--- src/egress_pkg.sv ---
// Egress queueing shared definitions
// Widths, counts, stream beat and descriptor layouts, memory request
// formats and the round-robin helpers used by every arbiter
`default_nettype none

package egress_pkg;

    // ------------------------------
    // Sizes
    // ------------------------------
    localparam int NUM_PORTS    = 2;
    localparam int DATA_WID     = 64;
    localparam int BUFFER_BEATS = 8;
    localparam int NUM_BUFFERS  = 16;
    localparam int DESC_DEPTH   = 8;
    localparam int PORT_WID     = (NUM_PORTS > 1) ? $clog2(NUM_PORTS) : 1;
    localparam int BUF_PTR_WID  = $clog2(NUM_BUFFERS);
    localparam int BEAT_IDX_WID = $clog2(BUFFER_BEATS);
    localparam int DESC_PTR_WID = $clog2(DESC_DEPTH);

    // ------------------------------
    // Types
    // ------------------------------
    typedef logic [PORT_WID-1:0]     port_t;
    typedef logic [DATA_WID-1:0]     data_t;
    typedef logic [BUF_PTR_WID-1:0]  buf_ptr_t;
    typedef logic [BEAT_IDX_WID-1:0] beat_idx_t;
    // Holds 1 to BUFFER_BEATS
    typedef logic [BEAT_IDX_WID:0]   pkt_len_t;

    typedef struct packed {
        data_t data;
        logic  last;
        port_t dest;
    } beat_t;

    typedef struct packed {
        buf_ptr_t ptr;
        pkt_len_t len;
        port_t    dest;
    } desc_t;

    typedef struct packed {
        buf_ptr_t  ptr;
        beat_idx_t idx;
    } mem_addr_t;

    typedef struct packed {
        mem_addr_t addr;
        data_t     data;
    } mem_wr_t;

    // One-hot pick of the first requester after the last one served
    function automatic logic [NUM_PORTS-1:0] rr_pick(input logic [NUM_PORTS-1:0] req,
                                                     input port_t last);
        logic [NUM_PORTS-1:0] gnt;
        int idx;
        gnt = '0;
        for (int k = 1; k <= NUM_PORTS; k++) begin
            idx = (int'(last) + k) % NUM_PORTS;
            if (gnt == '0 && req[idx]) begin
                gnt[idx] = 1'b1;
            end
        end
        return gnt;
    endfunction

    function automatic port_t oh_to_port(input logic [NUM_PORTS-1:0] oh);
        port_t idx;
        idx = '0;
        for (int k = 0; k < NUM_PORTS; k++) begin
            if (oh[k]) begin
                idx = port_t'(k);
            end
        end
        return idx;
    endfunction

endpackage

`default_nettype wire

--- src/egress_free_list.sv ---
// Buffer pointer free list
// Loads every buffer pointer once after reset, then hands out one
// pointer per cycle to the requesting ports in round-robin order and
// takes back all released pointers in the same cycle
`timescale 1ns/1ns
`default_nettype none

module egress_free_list (
    input  logic                                i_core_clk,
    input  logic                                i_rst,
    input  logic [egress_pkg::NUM_PORTS-1:0]    i_alloc_req,
    output logic [egress_pkg::NUM_PORTS-1:0]    o_alloc_gnt,
    output egress_pkg::buf_ptr_t                o_alloc_ptr,
    input  logic [egress_pkg::NUM_PORTS-1:0]    i_rel_valid,
    input  egress_pkg::buf_ptr_t                i_rel_ptr [egress_pkg::NUM_PORTS],
    output logic                                o_init_done
);
    import egress_pkg::*;

    typedef enum logic {INIT, RUN} fill_state_t;

    fill_state_t          state;
    buf_ptr_t             init_cnt;
    buf_ptr_t             fifo [NUM_BUFFERS];
    buf_ptr_t             wr_ptr;
    buf_ptr_t             rd_ptr;
    logic [BUF_PTR_WID:0] count;
    logic [BUF_PTR_WID:0] n_push;
    port_t                rr_last;
    logic                 pop;
    logic [NUM_PORTS-1:0] push_vld;
    buf_ptr_t             push_val  [NUM_PORTS];
    buf_ptr_t             push_slot [NUM_PORTS];

    assign o_init_done = (state == RUN);
    assign o_alloc_gnt = (state == RUN && count != '0) ? rr_pick(i_alloc_req, rr_last) : '0;
    assign o_alloc_ptr = fifo[rd_ptr];
    assign pop         = |o_alloc_gnt;

    // Pushes pack into consecutive slots after the write pointer
    always_comb begin
        n_push = '0;
        for (int p = 0; p < NUM_PORTS; p++) begin
            if (state == INIT) begin
                push_vld[p] = (p == 0);
                push_val[p] = init_cnt;
            end else begin
                push_vld[p] = i_rel_valid[p];
                push_val[p] = i_rel_ptr[p];
            end
            push_slot[p] = wr_ptr + n_push[BUF_PTR_WID-1:0];
            if (push_vld[p]) begin
                n_push = n_push + 1'b1;
            end
        end
    end

    always_ff @(posedge i_core_clk) begin
        for (int p = 0; p < NUM_PORTS; p++) begin
            if (push_vld[p]) begin
                fifo[push_slot[p]] <= push_val[p];
            end
        end
    end

    always_ff @(posedge i_core_clk) begin
        if (i_rst) begin
            state    <= INIT;
            init_cnt <= '0;
            wr_ptr   <= '0;
            rd_ptr   <= '0;
            count    <= '0;
            rr_last  <= '0;
        end else begin
            wr_ptr <= wr_ptr + n_push[BUF_PTR_WID-1:0];
            count  <= count + n_push - {{BUF_PTR_WID{1'b0}}, pop};
            if (pop) begin
                rd_ptr  <= rd_ptr + 1'b1;
                rr_last <= oh_to_port(o_alloc_gnt);
            end
            if (state == INIT) begin
                init_cnt <= init_cnt + 1'b1;
                if (init_cnt == buf_ptr_t'(NUM_BUFFERS - 1)) begin
                    state <= RUN;
                end
            end
        end
    end

endmodule

`default_nettype wire

--- config.mk ---
export PLATFORM = sky130hd
export DESIGN_NAME = egress_free_list
export DESIGN_NICKNAME = d
export VERILOG_FILES = /design/src/egress_pkg.sv /design/src/egress_free_list.sv
export SDC_FILE = /design/constraint.sdc
export NUM_CORES = 1
export LEC_CHECK = 0
export ABC_CLOCK_PERIOD_IN_PS = 4400
export BUFFER_PORTS_ARGS = -buffer_cell sky130_fd_sc_hd__buf_2
export CAP_MARGIN = 10
export CORE_MARGIN = 4
export CORE_UTILIZATION = 38
export CTS_CLUSTER_DIAMETER = 200
export DETAILED_ROUTE_END_ITERATION = 7
export PLACE_DENSITY = 0.55
export SETUP_SLACK_MARGIN = 0.5
export SYNTH_ARGS = -nofsm -noshare
export SYNTH_HDL_FRONTEND = slang
export SYNTH_SLANG_ARGS = --single-unit
--- constraint.sdc ---
create_clock -name i_core_clk -period 4.4 [get_ports i_core_clk]
set_input_delay 0.88 -clock i_core_clk [delete_from_list [all_inputs] [get_ports i_core_clk]]
set_output_delay 0.88 -clock i_core_clk [all_outputs]
set_load 0.02 [all_outputs]
Word level (Yosys, flattened, before mapping)
Memories as Yosys holds them, arrays and structs flattened. A register that Yosys moved wholly into a read port is not among the register bits. Index checks and enable logic that the tools add are counted.

Bits in registers: 19. Output and inout port bits: 7. Bits of input ports: 14. Memories: 1. Memory bits (writable): 64.

Equal/unequal tests: 1. Add/subtract/negate cells: 9. Reduce and logical (&&, ||, !) cells: 7. Muxes and demuxes: 28. Order comparisons: 4. Bitwise logic cells: 3.

Memory list: fifo (words 16, bits a word 4, read ports 1, clocked after Yosys merged registers in 1, write ports 2, line egress_free_list.sv:24) `buf_ptr_t fifo [NUM_BUFFERS];`.

Operators with widths (count): $mux W1 (18); $mux W4 (4); $add A4 B1 Y4 const B (2); $add A4 B4 Y4 (2); $lt A2 B3 Y1 const B (2); $mux W2 (3); $add A5 B1 Y5 const B (1); $add A5 B5 Y5 (1); $mux W5 (1); $reduce_bool A5 Y1 (1); $sub A5 B1 Y5 (1); $eq A4 B4 Y1 const B (1); $ge A2 B1 Y1 const B (2); $logic_and A1 B1 Y1 (4); $add A1 B1 Y1 const B (2); $and A1 B1 Y1 const A (2); $demux W1 S1 (2); $logic_not A2 Y1 (1); $or A2 B2 Y2 (1); $reduce_or A2 Y1 (1).

Logic depth before layout (Yosys ltp)
Depth in word-level cells: 14. Gate-level depth with buffers: 13.

Worst setup path after synthesis
No wires, ideal clock.

Path kind: input port to flip-flop. Start point: input port i_rel_valid[0] (netlist bit). End point: register count[4]. Path buffers: 0. Data required time: 4.329 ns. Cell stages on the path: 11. Arrival: 2.944 ns. Setup slack: 1.386 ns. Path through: nand2b_1 -> ha_1 -> inv_1 -> ha_1 -> inv_1 -> ha_1 -> fa_1 -> a21oi_1 -> nor2_1 -> or3_1 -> a21oi_1.

Word-level cells in the longest chain between the ends: 6.

RTL lines: from (decl) (line egress_free_list.sv:14) `input logic [egress_pkg::NUM_PORTS-1:0] i_rel_valid,`; $mux W1 * (line egress_free_list.sv:44) `if (state == INIT) begin`; $mux W1 * (line egress_free_list.sv:52) `if (push_vld[p]) begin`; $add A5 B1 Y5 (line egress_free_list.sv:53) `n_push = n_push + 1'b1;`; $mux W5 * (line egress_free_list.sv:52); $add A5 B5 Y5 * (line egress_free_list.sv:76) `count <= count + n_push - {{BUF_PTR_WID{1'b0}}, pop};`; $sub A5 B1 Y5 * (line egress_free_list.sv:76); to (signal assigned) (line egress_free_list.sv:76); to (decl) (line egress_free_list.sv:27) `logic [BUF_PTR_WID:0] count;`.

Mark *: on every way between the ends. The rest lies on a longest branch, timed or not. A chain may end at the register's enable or synchronous reset.

==> impl_metrics.json <==
{
  "maxSlewHeadroom": 0.2814,
  "syn_area_um2": 4695,
  "chipHeight_um": 119.2,
  "finalSetupTns_ns": 0,
  "synth_fa_ha_area_frac": 0.04584,
  "ys_types": 45,
  "cts_resized": 0,
  "critPathBufInv": 2,
  "ys.flop_type": "edfxtp_1",
  "endpoint": "o_alloc_ptr[0]",
  "drive_gt1_frac": 0.1984,
  "cp_cell_sequence": "buf_4 > mux4_2 > nand3_1 > nand3_1 > buf_2",
  "arrival_ns": 2.52,
  "met2_usage": 0.2423,
  "ios": 21,
  "peakVddDrop_mv": 0.1929,
  "hp-class": "register to register",
  "synthTopCellsByCount": "66 x mux2i_1, 64 x edfxtp_1, 25 x nor2_1, 23 x dfxtp_1, 16 x mux4_2",
  "antenna_found_initial": 0,
  "hpwl_um": 7459,
  "final_max_slew_viol_count": 0,
  "p_leak_nw": 1.753,
  "synth_top_area_share": 0.4094,
  "cpMaxStageDelayCell": "dfxtp_1",
  "max_stage_delay_ns": 0.95,
  "yosys-mux-area-fraction": 0.2175,
  "tightest_slew_ns": 1.078,
  "cp-end-kind": "output port",
  "clock_latency_ns": 0.35,
  "core_area_um2": 12060,
  "post_cts_buffers": 0,
  "drt_pass1_iterations": 4,
  "viasPerCell": 5.372,
  "antenna_cells": 0,
  "vias": 2960,
  "drv_cap": 0,
  "drcViolationCount": 0,
  "synth_xor_area_frac": 0.01866,
  "rsz0062_at_grt": "no",
  "grt-ovfl-total": 0,
  "use_met1": 0.2218,
  "hold_viol": 0,
  "cp-start-kind": "register",
  "synth_top_area_cell": "edfxtp_1",
  "syn-num-nets": 397,
  "timing.final.ws_setup_ns": 0.9975,
  "initial_core_util": 0.3892,
  "setup_viol": 0,
  "cts_tree": "built",
  "fin_skew_ns": 0.007945,
  "hp-start": "rr_last",
  "ant_nets": 0,
  "path_class": "register to output port",
  "grt_pass1_vias": 3008,
  "dieWidth_um": 119.2,
  "crit_cells": 5,
  "routedWlPerCell_um": 19.17,
  "first_iter_violations": 227,
  "worst_ep_required_time_ns": 3.52,
  "grt_max_degree": 25,
  "synth.most_common_cell": "mux2i_1",
  "synth_compound_area_frac": 0.08076,
  "grt_first_pass_wirelength_um": 17020,
  "ctsLongestPathBuffers": 2,
  "power.density_nw_per_um2": 367.2,
  "post-place-ws_ns": 1.032,
  "async_flop_share": 0,
  "fp.dieArea_um2": 14200,
  "syn_to_final_growth_pct": 11.59,
  "fillCellCount": 1135,
  "hold_buffers": 0,
  "clockRootBuffer": "clkbuf_16",
  "placement.io_buffers": 20,
  "finalCritPeriodShare": 0.7733,
  "synth_top_family_by_area": "multiplexers",
  "worst-r2r-setup-slack_ns": 1.05,
  "final_nets": 408,
  "yosysSeqAreaShare": 0.5075,
  "busiest_layer": "met2",
  "ys_top_cells_by_area": "edfxtp_1 41%, mux2i_1 14%, dfxtp_1 9.8%",
  "synth_area_per_cell_um2": 12.79,
  "fmax_ghz": 0.2939,
  "rr_worst_depth": 11,
  "critical_path.top_delay_family": "flip-flops",
  "netlist_instances": 367,
  "yosys.area_share.simple": 0.09728,
  "r2r-end": "count[4]",
  "grtUsageMet3": 0.02469,
  "outcome": "finished, final reports clean",
  "finalWeightedCongestion": 0.8430,
  "rr_startpoint": "o_init_done",
  "synth_edf_count": 64,
  "routed_wl_um": 10560,
  "clkTransAtPathRegs_ns": 0.07,
  "htree_levels": 3,
  "clock-sinks": 87,
  "rows": 40,
  "crit_top_cell": "nand3_1",
  "numCtsBuffers": 9,
  "grt_use_total": 0.1583,
  "crit_fanout": 13,
  "yosys_warnings": 0,
  "synth_seq_cells": 87,
  "period_minus_slack_ns": 3.402
}
==> tightest hold or removal path, delay by kind of cell, from the launching register on <==
family	cells	cell delay, ns
DFF	1	0.32
and+or+nand+nor	1	0.06
AOI/OAI and AO/OA	1	0.05
==> cell families (layout without fill, tap and decap cells) <==
group | after synthesis | in the layout
and+or+nand+nor | 87 | 87
muxes | 82 | 82
adders and majority gates | 16 | 16
buffers and inverters | 34 | 50
DFF | 87 | 87
AOI/OAI and AO/OA | 51 | 51
xor gates and xnor gates | 10 | 10
==> sequential cells by signal, summed over array words and instances, names as in the netlist, named ones only <==
name / count
init_cnt: 4
fifo: 64
wr_ptr: 4
count: 5
rr_last: 1
o_init_done: 1
rd_ptr: 4
==> metrics by stage <==
step / area (um2) / power [mW] / hold WS [ns] / utilization / instances
3_3_place_gp: 4938 / 1.174 / 0.4643 / 0.4094 / 535
4_1_cts: 5239 / 1.941 / 0.4787 / 0.4343 / 551
3_5_place_dp: 4938 / 1.180 / 0.4702 / 0.4094 / 535
5_1_grt: 5239 / 2.009 / 0.5171 / 0.4343 / 551
6_report: 5239 / 1.924 / 0.4732 / 0.4343 / 551
2_1_floorplan: 4695 / 1.113 / 0.4494 / - / 367
==> placed cells by master, fill, tap and decap left out, drive strengths merged, types with 14 or more instances in the layout <==
| master | synthesis | routed |
|---|---|---|
| ha | 14 | 14 |
| nand3 | 14 | 14 |
| mux2i | 66 | 66 |
| nor2 | 25 | 25 |
| inv | 13 | 14 |
| dfxtp | 23 | 23 |
| edfxtp | 64 | 64 |
| mux4 | 16 | 16 |
| a21oi | 22 | 22 |
| buf | 11 | 21 |
==> report_power, final <==
part           internal (mW)  leakage [nW]  total (mW)  switching (mW)
sequential             0.916         0.783       0.935          0.0194
combinational         0.0910         0.818       0.224           0.133
clock                  0.444         0.152       0.765           0.321
total                   1.45          1.75        1.92           0.474
==> per-layer routing <==
layer	up-vias	part of all wire	routed length (um)
li1	1404	-	-
met2	57	0.47	4997
met1	1486	0.46	4898
met5	-	0	0
met4	0	0.019	204
met3	13	0.044	464
==> layout make-up <==
type | instances | area (um2) | share of cell area
flip-flops and latches | 87 | 2382 | 0.4547
well taps | 168 | 210.2 | 0.04012
inverters | 13 | 48.80 | 0.009315
multi-input cells | 246 | 2190 | 0.4180
clock buffers | 13 | 276.5 | 0.05278
clock inverters | 3 | 23.77 | 0.004538
repair buffers | 21 | 107.6 | 0.02054
==> how the worst min path moves through the flow <==
| stage | endpoint | slack (ns) | cells after the start |
|---|---|---|---|
| 2_1_floorplan | rr_last | 0.45 | 2 |
| 3_3_place_gp | rr_last | 0.46 | 2 |
| 3_5_place_dp | rr_last | 0.47 | 2 |
| 4_1_cts | rr_last | 0.48 | 2 |
| 5_1_grt | rr_last | 0.52 | 2 |
| 6_report | rr_last | 0.47 | 2 |
No activity file was read; power rests on OpenSTA's default activity.
