File: src/egress_pkg.sv
// Egress queueing shared definitions
// Widths, counts, stream beat and descriptor layouts, memory request
// formats and the round-robin helpers used by every arbiter
`default_nettype none

package egress_pkg;

    // ------------------------------
    // Sizes
    // ------------------------------
    localparam int NUM_PORTS    = 2;
    localparam int DATA_WID     = 64;
    localparam int BUFFER_BEATS = 8;
    localparam int NUM_BUFFERS  = 16;
    localparam int DESC_DEPTH   = 8;
    localparam int PORT_WID     = (NUM_PORTS > 1) ? $clog2(NUM_PORTS) : 1;
    localparam int BUF_PTR_WID  = $clog2(NUM_BUFFERS);
    localparam int BEAT_IDX_WID = $clog2(BUFFER_BEATS);
    localparam int DESC_PTR_WID = $clog2(DESC_DEPTH);

    // ------------------------------
    // Types
    // ------------------------------
    typedef logic [PORT_WID-1:0]     port_t;
    typedef logic [DATA_WID-1:0]     data_t;
    typedef logic [BUF_PTR_WID-1:0]  buf_ptr_t;
    typedef logic [BEAT_IDX_WID-1:0] beat_idx_t;
    // Holds 1 to BUFFER_BEATS
    typedef logic [BEAT_IDX_WID:0]   pkt_len_t;

    typedef struct packed {
        data_t data;
        logic  last;
        port_t dest;
    } beat_t;

    typedef struct packed {
        buf_ptr_t ptr;
        pkt_len_t len;
        port_t    dest;
    } desc_t;

    typedef struct packed {
        buf_ptr_t  ptr;
        beat_idx_t idx;
    } mem_addr_t;

    typedef struct packed {
        mem_addr_t addr;
        data_t     data;
    } mem_wr_t;

    // One-hot pick of the first requester after the last one served
    function automatic logic [NUM_PORTS-1:0] rr_pick(input logic [NUM_PORTS-1:0] req,
                                                     input port_t last);
        logic [NUM_PORTS-1:0] gnt;
        int idx;
        gnt = '0;
        for (int k = 1; k <= NUM_PORTS; k++) begin
            idx = (int'(last) + k) % NUM_PORTS;
            if (gnt == '0 && req[idx]) begin
                gnt[idx] = 1'b1;
            end
        end
        return gnt;
    endfunction

    function automatic port_t oh_to_port(input logic [NUM_PORTS-1:0] oh);
        port_t idx;
        idx = '0;
        for (int k = 0; k < NUM_PORTS; k++) begin
            if (oh[k]) begin
                idx = port_t'(k);
            end
        end
        return idx;
    endfunction

endpackage

`default_nettype wire

File: src/egress_port_q.sv
// Egress port queue
// Writer stores incoming packets into one spare buffer and queues a
// descriptor, reader replays the packet from memory through a two-entry
// output buffer. With enable low the input bypasses through one register.
`timescale 1ns/1ns
`default_nettype none

module egress_port_q (
    input  logic                   i_core_clk,
    input  logic                   i_rst,
    input  logic                   i_enable,
    input  logic                   i_init_done,
    input  logic                   i_in_valid,
    input  egress_pkg::beat_t      i_in_beat,
    output logic                   o_in_ready,
    output logic                   o_out_valid,
    output egress_pkg::beat_t      o_out_beat,
    input  logic                   i_out_ready,
    output logic                   o_alloc_req,
    input  logic                   i_alloc_gnt,
    input  egress_pkg::buf_ptr_t   i_alloc_ptr,
    output logic                   o_rel_valid,
    output egress_pkg::buf_ptr_t   o_rel_ptr,
    output logic                   o_wr_req,
    output egress_pkg::mem_wr_t    o_wr,
    input  logic                   i_wr_gnt,
    output logic                   o_rd_req,
    output egress_pkg::mem_addr_t  o_rd_addr,
    input  logic                   i_rd_gnt,
    input  logic                   i_rd_valid,
    input  egress_pkg::data_t      i_rd_data
);
    import egress_pkg::*;

    typedef enum logic {IDLE, READ} rd_state_t;

    // Writer
    logic                  spare_vld;
    buf_ptr_t              spare_ptr;
    beat_idx_t             wr_idx;
    // Descriptor FIFO
    desc_t                 desc_mem [DESC_DEPTH];
    logic [DESC_PTR_WID-1:0] desc_wr;
    logic [DESC_PTR_WID-1:0] desc_rd;
    logic [DESC_PTR_WID:0] desc_cnt;
    logic                  desc_push;
    logic                  desc_pop;
    logic                  desc_space;
    // Reader
    rd_state_t             state;
    desc_t                 cur_desc;
    beat_idx_t             rd_idx;
    logic                  rd_final;
    logic                  meta_last;
    port_t                 meta_dest;
    logic [1:0]            credit;
    logic                  credit_ok;
    // Output buffer
    beat_t                 obuf [2];
    logic                  obuf_wr;
    logic                  obuf_rd;
    logic [1:0]            obuf_cnt;
    logic                  obuf_pop;
    beat_t                 rd_beat;
    // Bypass
    logic                  byp_load;
    logic                  byp_vld;
    beat_t                 byp_beat;

    // ------------------------------
    // Writer
    // ------------------------------
    assign o_alloc_req = i_init_done && !spare_vld;
    assign desc_space  = int'(desc_cnt) < DESC_DEPTH;
    assign o_wr_req    = i_enable && i_in_valid && spare_vld && desc_space;
    assign o_wr.addr   = '{ptr: spare_ptr, idx: wr_idx};
    assign o_wr.data   = i_in_beat.data;
    assign desc_push   = i_wr_gnt && i_in_beat.last;

    always_ff @(posedge i_core_clk) begin
        if (i_rst) begin
            spare_vld <= 1'b0;
            wr_idx    <= '0;
        end else if (i_wr_gnt) begin
            wr_idx <= i_in_beat.last ? '0 : wr_idx + 1'b1;
            if (i_in_beat.last) begin
                spare_vld <= 1'b0;
            end
        end else if (i_alloc_gnt) begin
            spare_vld <= 1'b1;
        end
    end

    always_ff @(posedge i_core_clk) begin
        if (i_alloc_gnt) begin
            spare_ptr <= i_alloc_ptr;
        end
        if (desc_push) begin
            desc_mem[desc_wr] <= '{ptr: spare_ptr, len: {1'b0, wr_idx} + 1'b1,
                                   dest: i_in_beat.dest};
        end
    end

    // ------------------------------
    // Descriptor FIFO
    // ------------------------------
    assign desc_pop = (state == IDLE) && i_enable && (desc_cnt != '0);

    always_ff @(posedge i_core_clk) begin
        if (i_rst) begin
            desc_wr  <= '0;
            desc_rd  <= '0;
            desc_cnt <= '0;
        end else begin
            if (desc_push) begin
                desc_wr <= desc_wr + 1'b1;
            end
            if (desc_pop) begin
                desc_rd <= desc_rd + 1'b1;
            end
            if (desc_push && !desc_pop) begin
                desc_cnt <= desc_cnt + 1'b1;
            end else if (!desc_push && desc_pop) begin
                desc_cnt <= desc_cnt - 1'b1;
            end
        end
    end

    // ------------------------------
    // Reader
    // ------------------------------
    // Credit counts buffered beats plus the read in flight
    assign credit_ok = (credit != 2'd2) || obuf_pop;
    assign o_rd_req  = (state == READ) && credit_ok;
    assign o_rd_addr = '{ptr: cur_desc.ptr, idx: rd_idx};
    assign rd_final  = ({1'b0, rd_idx} + 1'b1) == cur_desc.len;

    always_ff @(posedge i_core_clk) begin
        if (i_rst) begin
            state       <= IDLE;
            rd_idx      <= '0;
            o_rel_valid <= 1'b0;
            credit      <= '0;
        end else begin
            o_rel_valid <= 1'b0;
            if (i_rd_gnt && !obuf_pop) begin
                credit <= credit + 1'b1;
            end else if (!i_rd_gnt && obuf_pop) begin
                credit <= credit - 1'b1;
            end
            case (state)
                IDLE: begin
                    if (desc_pop) begin
                        state  <= READ;
                        rd_idx <= '0;
                    end
                end
                READ: begin
                    if (i_rd_gnt) begin
                        rd_idx <= rd_idx + 1'b1;
                        if (rd_final) begin
                            state       <= IDLE;
                            o_rel_valid <= 1'b1;
                        end
                    end
                end
                default: state <= IDLE;
            endcase
        end
    end

    // Beat flags ride alongside the single read in flight
    always_ff @(posedge i_core_clk) begin
        if (desc_pop) begin
            cur_desc <= desc_mem[desc_rd];
        end
        if (i_rd_gnt) begin
            meta_last <= rd_final;
            meta_dest <= cur_desc.dest;
            o_rel_ptr <= cur_desc.ptr;
        end
    end

    // ------------------------------
    // Output buffer and bypass
    // ------------------------------
    assign rd_beat  = '{data: i_rd_data, last: meta_last, dest: meta_dest};
    assign obuf_pop = i_enable && (obuf_cnt != '0) && i_out_ready;
    assign byp_load = !i_enable && i_init_done && (!byp_vld || i_out_ready);

    assign o_in_ready  = i_enable ? i_wr_gnt : byp_load;
    assign o_out_valid = i_enable ? (obuf_cnt != '0) : byp_vld;
    assign o_out_beat  = i_enable ? obuf[obuf_rd] : byp_beat;

    always_ff @(posedge i_core_clk) begin
        if (i_rst) begin
            obuf_wr  <= 1'b0;
            obuf_rd  <= 1'b0;
            obuf_cnt <= '0;
            byp_vld  <= 1'b0;
        end else begin
            if (i_rd_valid) begin
                obuf_wr <= !obuf_wr;
            end
            if (obuf_pop) begin
                obuf_rd <= !obuf_rd;
            end
            if (i_rd_valid && !obuf_pop) begin
                obuf_cnt <= obuf_cnt + 1'b1;
            end else if (!i_rd_valid && obuf_pop) begin
                obuf_cnt <= obuf_cnt - 1'b1;
            end
            if (byp_load) begin
                byp_vld <= i_in_valid;
            end
        end
    end

    always_ff @(posedge i_core_clk) begin
        if (i_rd_valid) begin
            obuf[obuf_wr] <= rd_beat;
        end
        if (byp_load) begin
            byp_beat <= i_in_beat;
        end
    end

endmodule

`default_nettype wire

File: config.mk
export PLATFORM = sky130hd
export DESIGN_NAME = egress_port_q
export DESIGN_NICKNAME = d
export VERILOG_FILES = /design/src/egress_pkg.sv /design/src/egress_port_q.sv
export SDC_FILE = /design/constraint.sdc
export NUM_CORES = 1
export LEC_CHECK = 0
export ABC_AREA = 1
export BUFFER_PORTS_ARGS = -buffer_cell sky130_fd_sc_hd__clkbuf_2
export CAP_MARGIN = 20
export CORE_MARGIN = 8
export CORE_UTILIZATION = 60
export CTS_BUF_LIST = sky130_fd_sc_hd__clkbuf_4
export CTS_CLUSTER_DIAMETER = 200
export CTS_CLUSTER_SIZE = 30
export DETAILED_ROUTE_END_ITERATION = 10
export PLACE_DENSITY = 0.88
export SYNTH_ARGS = -nofsm -noshare
export SYNTH_HDL_FRONTEND = slang
export SYNTH_SLANG_ARGS = --single-unit
export TNS_END_PERCENT = 5
File: constraint.sdc
create_clock -name i_core_clk -period 10.2 [get_ports i_core_clk]
set_input_delay 0.51 -clock i_core_clk [delete_from_list [all_inputs] [get_ports i_core_clk]]
set_output_delay 0.51 -clock i_core_clk [all_outputs]
set_load 0.03 [all_outputs]
# After elaboration in Yosys (flattened, before gate mapping)
# Memory sizes are Yosys's and may differ from the RTL's. A register that Yosys moved wholly into a read port is not among the register bits.
# Cells that the tools add are included.
[classes]
n_mux = 27
add_sub_neg = 12
bitwise_logic = 2
magnitude_cmp = 1
reduce_logical = 39
eq_ne = 5
[op_table]
columns = ["cell", "n"]
rows = [
  ["$mux W66", 1],
  ["$logic_and A1 B1 Y1", 18],
  ["$mux W1", 15],
  ["$add A3 B1 Y3 const B", 4],
  ["$logic_not A1 Y1", 10],
  ["$reduce_bool A2 Y1", 5],
  ["$mux W3", 3],
  ["$add A3 B1 Y4 const B", 2],
  ["$mux W2", 4],
  ["$mux W4", 2],
  ["$ne A2 B2 Y1 const B", 4],
  ["$pmux W3 S2", 1],
  ["$add A2 B1 Y2 const B", 2],
  ["$add A4 B1 Y4 const B", 1],
  ["$eq A4 B4 Y1", 1],
  ["$lt A4 B4 Y1 const B", 1],
  ["$reduce_and A2 Y1", 2],
  ["$reduce_bool A4 Y1", 1],
  ["$sub A2 B1 Y2 const B", 2],
  ["$sub A4 B1 Y4 const B", 1],
  ["$reduce_or A3 Y1", 1],
  ["$logic_or A1 B1 Y1", 2],
  ["$not A1 Y1", 2],
  ["$pmux W1 S2", 1],
]
[totals]
mem_count = 2
output_inout_bits = 154
ram_bits = 204
in_bits = 144
reg_bits = 102
word_cells = 108
[mem_list]
columns = ["memory", "words", "word_bits", "read_ports", "rd_ports_with_merged_regs", "wr", "line", "rtl"]
rows = [
  ["obuf", 2, 66, 1, 1, 1, "egress_port_q.sv:59", "beat_t obuf [2];"],
  ["desc_mem", 8, 9, 1, 1, 1, "egress_port_q.sv:42", "desc_t desc_mem [DESC_DEPTH];"],
]

# Logic depth before layout (Yosys ltp)
[logic_depth]
ltp_word = 6
mapped_depth = 13
depth_no_buf = 13

# Worst setup path after synthesis
# OpenSTA, ideal clock, no wires.
[synth_path]
path_kind = "in2reg"
start = "input port i_rd_valid"
end = "memory obuf[0][0] in the netlist's numbering, enable pin"
setup_time_ns = 0.492
arrival_ns = 3.318
required_time_ns = 9.708
cell_stages = 2
n_path_buf = 0
slack_ns = 6.390
cell_sequence = "inv_1 -> nor2_1"
[synth_between]
elab_chain_cells = 2
[synth_rtl]
columns = ["item", "line", "rtl"]
rows = [
  ["start: declaration", "egress_port_q.sv:30", "input logic i_rd_valid,"],
  ["$mux W1", "egress_port_q.sv:220", "if (i_rd_valid) begin"],
  ["$mux W1 (implied by the code)", "egress_port_q.sv:221", "obuf[obuf_wr] <= rd_beat;"],
  ["end: declaration", "egress_port_q.sv:59", ""],
]
# Every way passes these cells.

==> results.toml <==
[grt]
gr-usage-all-layers_pct = 26.6
met2_usage_pct = 46.2
busiest_layer = "met2"
overflow = 0
grt_max_degree = 69
grt_use_met3_pct = 5.62
grt_pass1_wl_mm = 53.6
antenna_found_initial = 4
met1_usage_pct = 30.9
first_global_vias = 9291

[sta]
setup_slack_ns = 7.22
clock_skew_ns = 0.0754
grt_setup_unrepaired = "no"
fin_tns_setup_ns = 0
layout_min_cycle_time_ns = 2.98
slew_headroom_pct = 29.5
tightest_slew_ns = 1.05
slew_violations = 0
hold_viol_final = 0
timing.hold.ws_ns = 0.0648
setup_violations = 0
timing.fmax_ghz = 0.336
fin_crit_sh_pct = 29.2

[yosys]
syn-num-nets = 1165
synth_edf_count = 289
synth.avg_cell_area_um2 = 12.5
ys.flop_type = "edfxtp_1"
ys_seq_elements = 316
ys_types = 31
synthCells = 1011
ys_seq_area_share_pct = 72.7
yosysWarnings = 0
async_flop_share_pct = 0
yosysMostFrequentCell = "edfxtp_1"
synth_commonest_cells = "edfxtp_1, nor2_1, o21ai_0, nand2_1, buf_4"
synthTopCellsByArea = "edfxtp_1, o21ai_0, nor2_1"
netlist_area_um2 = 12700
yosysTopAreaCellShare_pct = 68.5
yosys.area.top_type = "edfxtp_1"

[flow_run]
cap_viol_max_count = 0

[critical_path]
cp_slowest_stage_delay_ns = 0.56
critPathKind = "reg -> out"
end_kind = "output pin"
critPathTopFamily = "buffers and inverters"
cp_cell_sequence = "buf_4 -> o21ai_0 -> o21ai_1 -> clkbuf_2"
worstSetupStartpointType = "register"
path_max_fanout = 66
required_ns = 9.69
cp.arrival_ns = 2.47
critPathBufInv = 2
slowest_stage = "buf_4"

[finish]
finalNonFillerCells = 1641
fin_util_pct = 73.4
multi_input_area_um2 = 2530
final_cell_area_um2 = 15300
syn_to_final_growth_pct = 21.0
fillers = 1209
drive_gt1_share_pct = 25.2
nets = 1509
ff_latch_area_um2 = 9220

[clock_tree]
clk_pin_slew_worst_paths_ns = 0.28
cts.path.max_buffers = 3
clock_latency_ns = 0.73
ctsResizeCount = 0
ctsRootBufferMaster = "clkbuf_4"
cts_tree = "done"
cts.sinks = 316
cts_max_level = 1
numCtsBuffers = 14

[route]
postRouteAntennaNets = 0
drt-pass1-iter-count = 6
drt_iter0_drc = 1075
vias = 9500
routed_wl_mm = 36.1
vias_per_cell = 5.79
wl_per_cell_um = 22.0
route.detailed.drc = 0

[pwr]
seq_power_share_pct = 58.9
switching_share_pct = 31.2
switchingPower_mw = 0.828
peakVddDrop_mv = 0.155
combinationalPowerShare_pct = 23.6
powerDensity_nw_per_um2 = 173
power_leakage_nw = 6.08
power_mw = 2.65
pwr-share-clk_pct = 17.5
p_int_mw = 1.82

[place]
numPlacedInstances = 1481
placed_area_um2 = 13800
place_congestion = 0.811
hpwl_mm = 21.4
port_buffers = 297
dp_slack_ns = 7.37

[floorplanning]
fp.dieW_um = 161
rows = 53
fp.dieArea_um2 = 26000
core-area_um2 = 20900
ios = 298
die_y_um = 161
start_util_pct = 60.7

[min_path]
hp-class = "in -> reg"

[run_status]
outcome = "finished, final reports clean"
[power groups by stage]
stage / Sequential [mW] / Combinational (mW) / Clock [mW]
finish: 1.56 / 0.625 / 0.464
floorplan: 1.59 / 0.426 / 0
CTS: 1.56 / 0.614 / 0.469
detailed placement: 1.59 / 0.569 / 0
global placement: 1.59 / 0.529 / 0
global route: 1.57 / 0.683 / 0.510
[state kept, by name (all words and copies together), names as in the netlist, 2 cells and up, named ones only]
register	flops
wr_idx	3
desc_cnt	4
obuf_cnt	2
obuf	132
desc_wr	3
byp_beat	66
spare_ptr	4
desc_rd	3
cur_desc	5
desc_mem	72
credit	2
o_rd_addr	4
o_rel_ptr	4
rd_idx	3
[cell usage in the layout (no fill, tap or decap), types with 2 or more instances in the layout]
cell type	instances
nor2_1	151
buf_4	9
o21ai_0	143
inv_1	29
edfxtp_1	289
nand2_1	132
nor3_1	3
inv_2	5
clkbuf_4	23
diode_2	3
xnor2_1	2
clkbuf_2	297
dfxtp_1	26
a21oi_1	21
ha_1	9
xor2_1	5
nand3_1	12
o21ai_1	58
dlygate4sd3_1	133
[final timing paths]
check | start | endpoint | slack [ns] | cells past startpoint
setup / recovery | register | o_out_beat[19] | 7.22 | 4
hold / removal | i_in_beat[24] | byp_beat[24]$_DFFE_PP_ | 0.06 | 1
setup reg to reg | byp_vld$_SDFFE_PP0P_ | byp_beat[41]$_DFFE_PP_ | 7.92 | 6
hold reg to reg | cur_desc[0]$_DFFE_PP_ | meta_dest$_DFFE_PP_ | 0.48 | 0
[area by class of cell]
class	instances	area share, %
Clock buffer	23	1.13
Timing Repair Buffer	440	19.0
Clock inverter	1	0.106
Antenna cell	3	0.0489
Sequential cell	316	60.1
Tap cell	275	2.24
Inverter	36	0.897
Multi-Input combinational cell	547	16.5
[worst register-to-register path, delay by kind of cell, from the launching register on]
family | cells | cell delay [ns]
flops | 1 | 0.35
simple gates | 3 | 0.37
buf+inv | 3 | 1.22
[cell families (layout without fill, tap and decap cells)]
group	after synthesis	in the layout	share of synthesized area, %
AOI/OAI and AO/OA	226	226	9.00
adders and majority gates	10	10	1.05
buffers and inverters	148	500	7.37
xor gates and xnor gates	7	7	0.484
other	0	3	0
DFF	316	316	72.7
and+or+nand+nor	304	304	9.35
[per-layer routing]
layer  part of all wire (%)  vias to the layer above
met5                  0.036                        -
met4                    4.7                        2
met3                    9.4                      121
met1                     35                     4545
li1                       -                     4163
met2                     51                      669
[timing repair]
action	4_1_cts	5_1_grt
buffers inserted	0	0
hold endpoints to repair	195	2
hold buffers	131	2
Note: power is estimated with default switching activity, not from simulation.
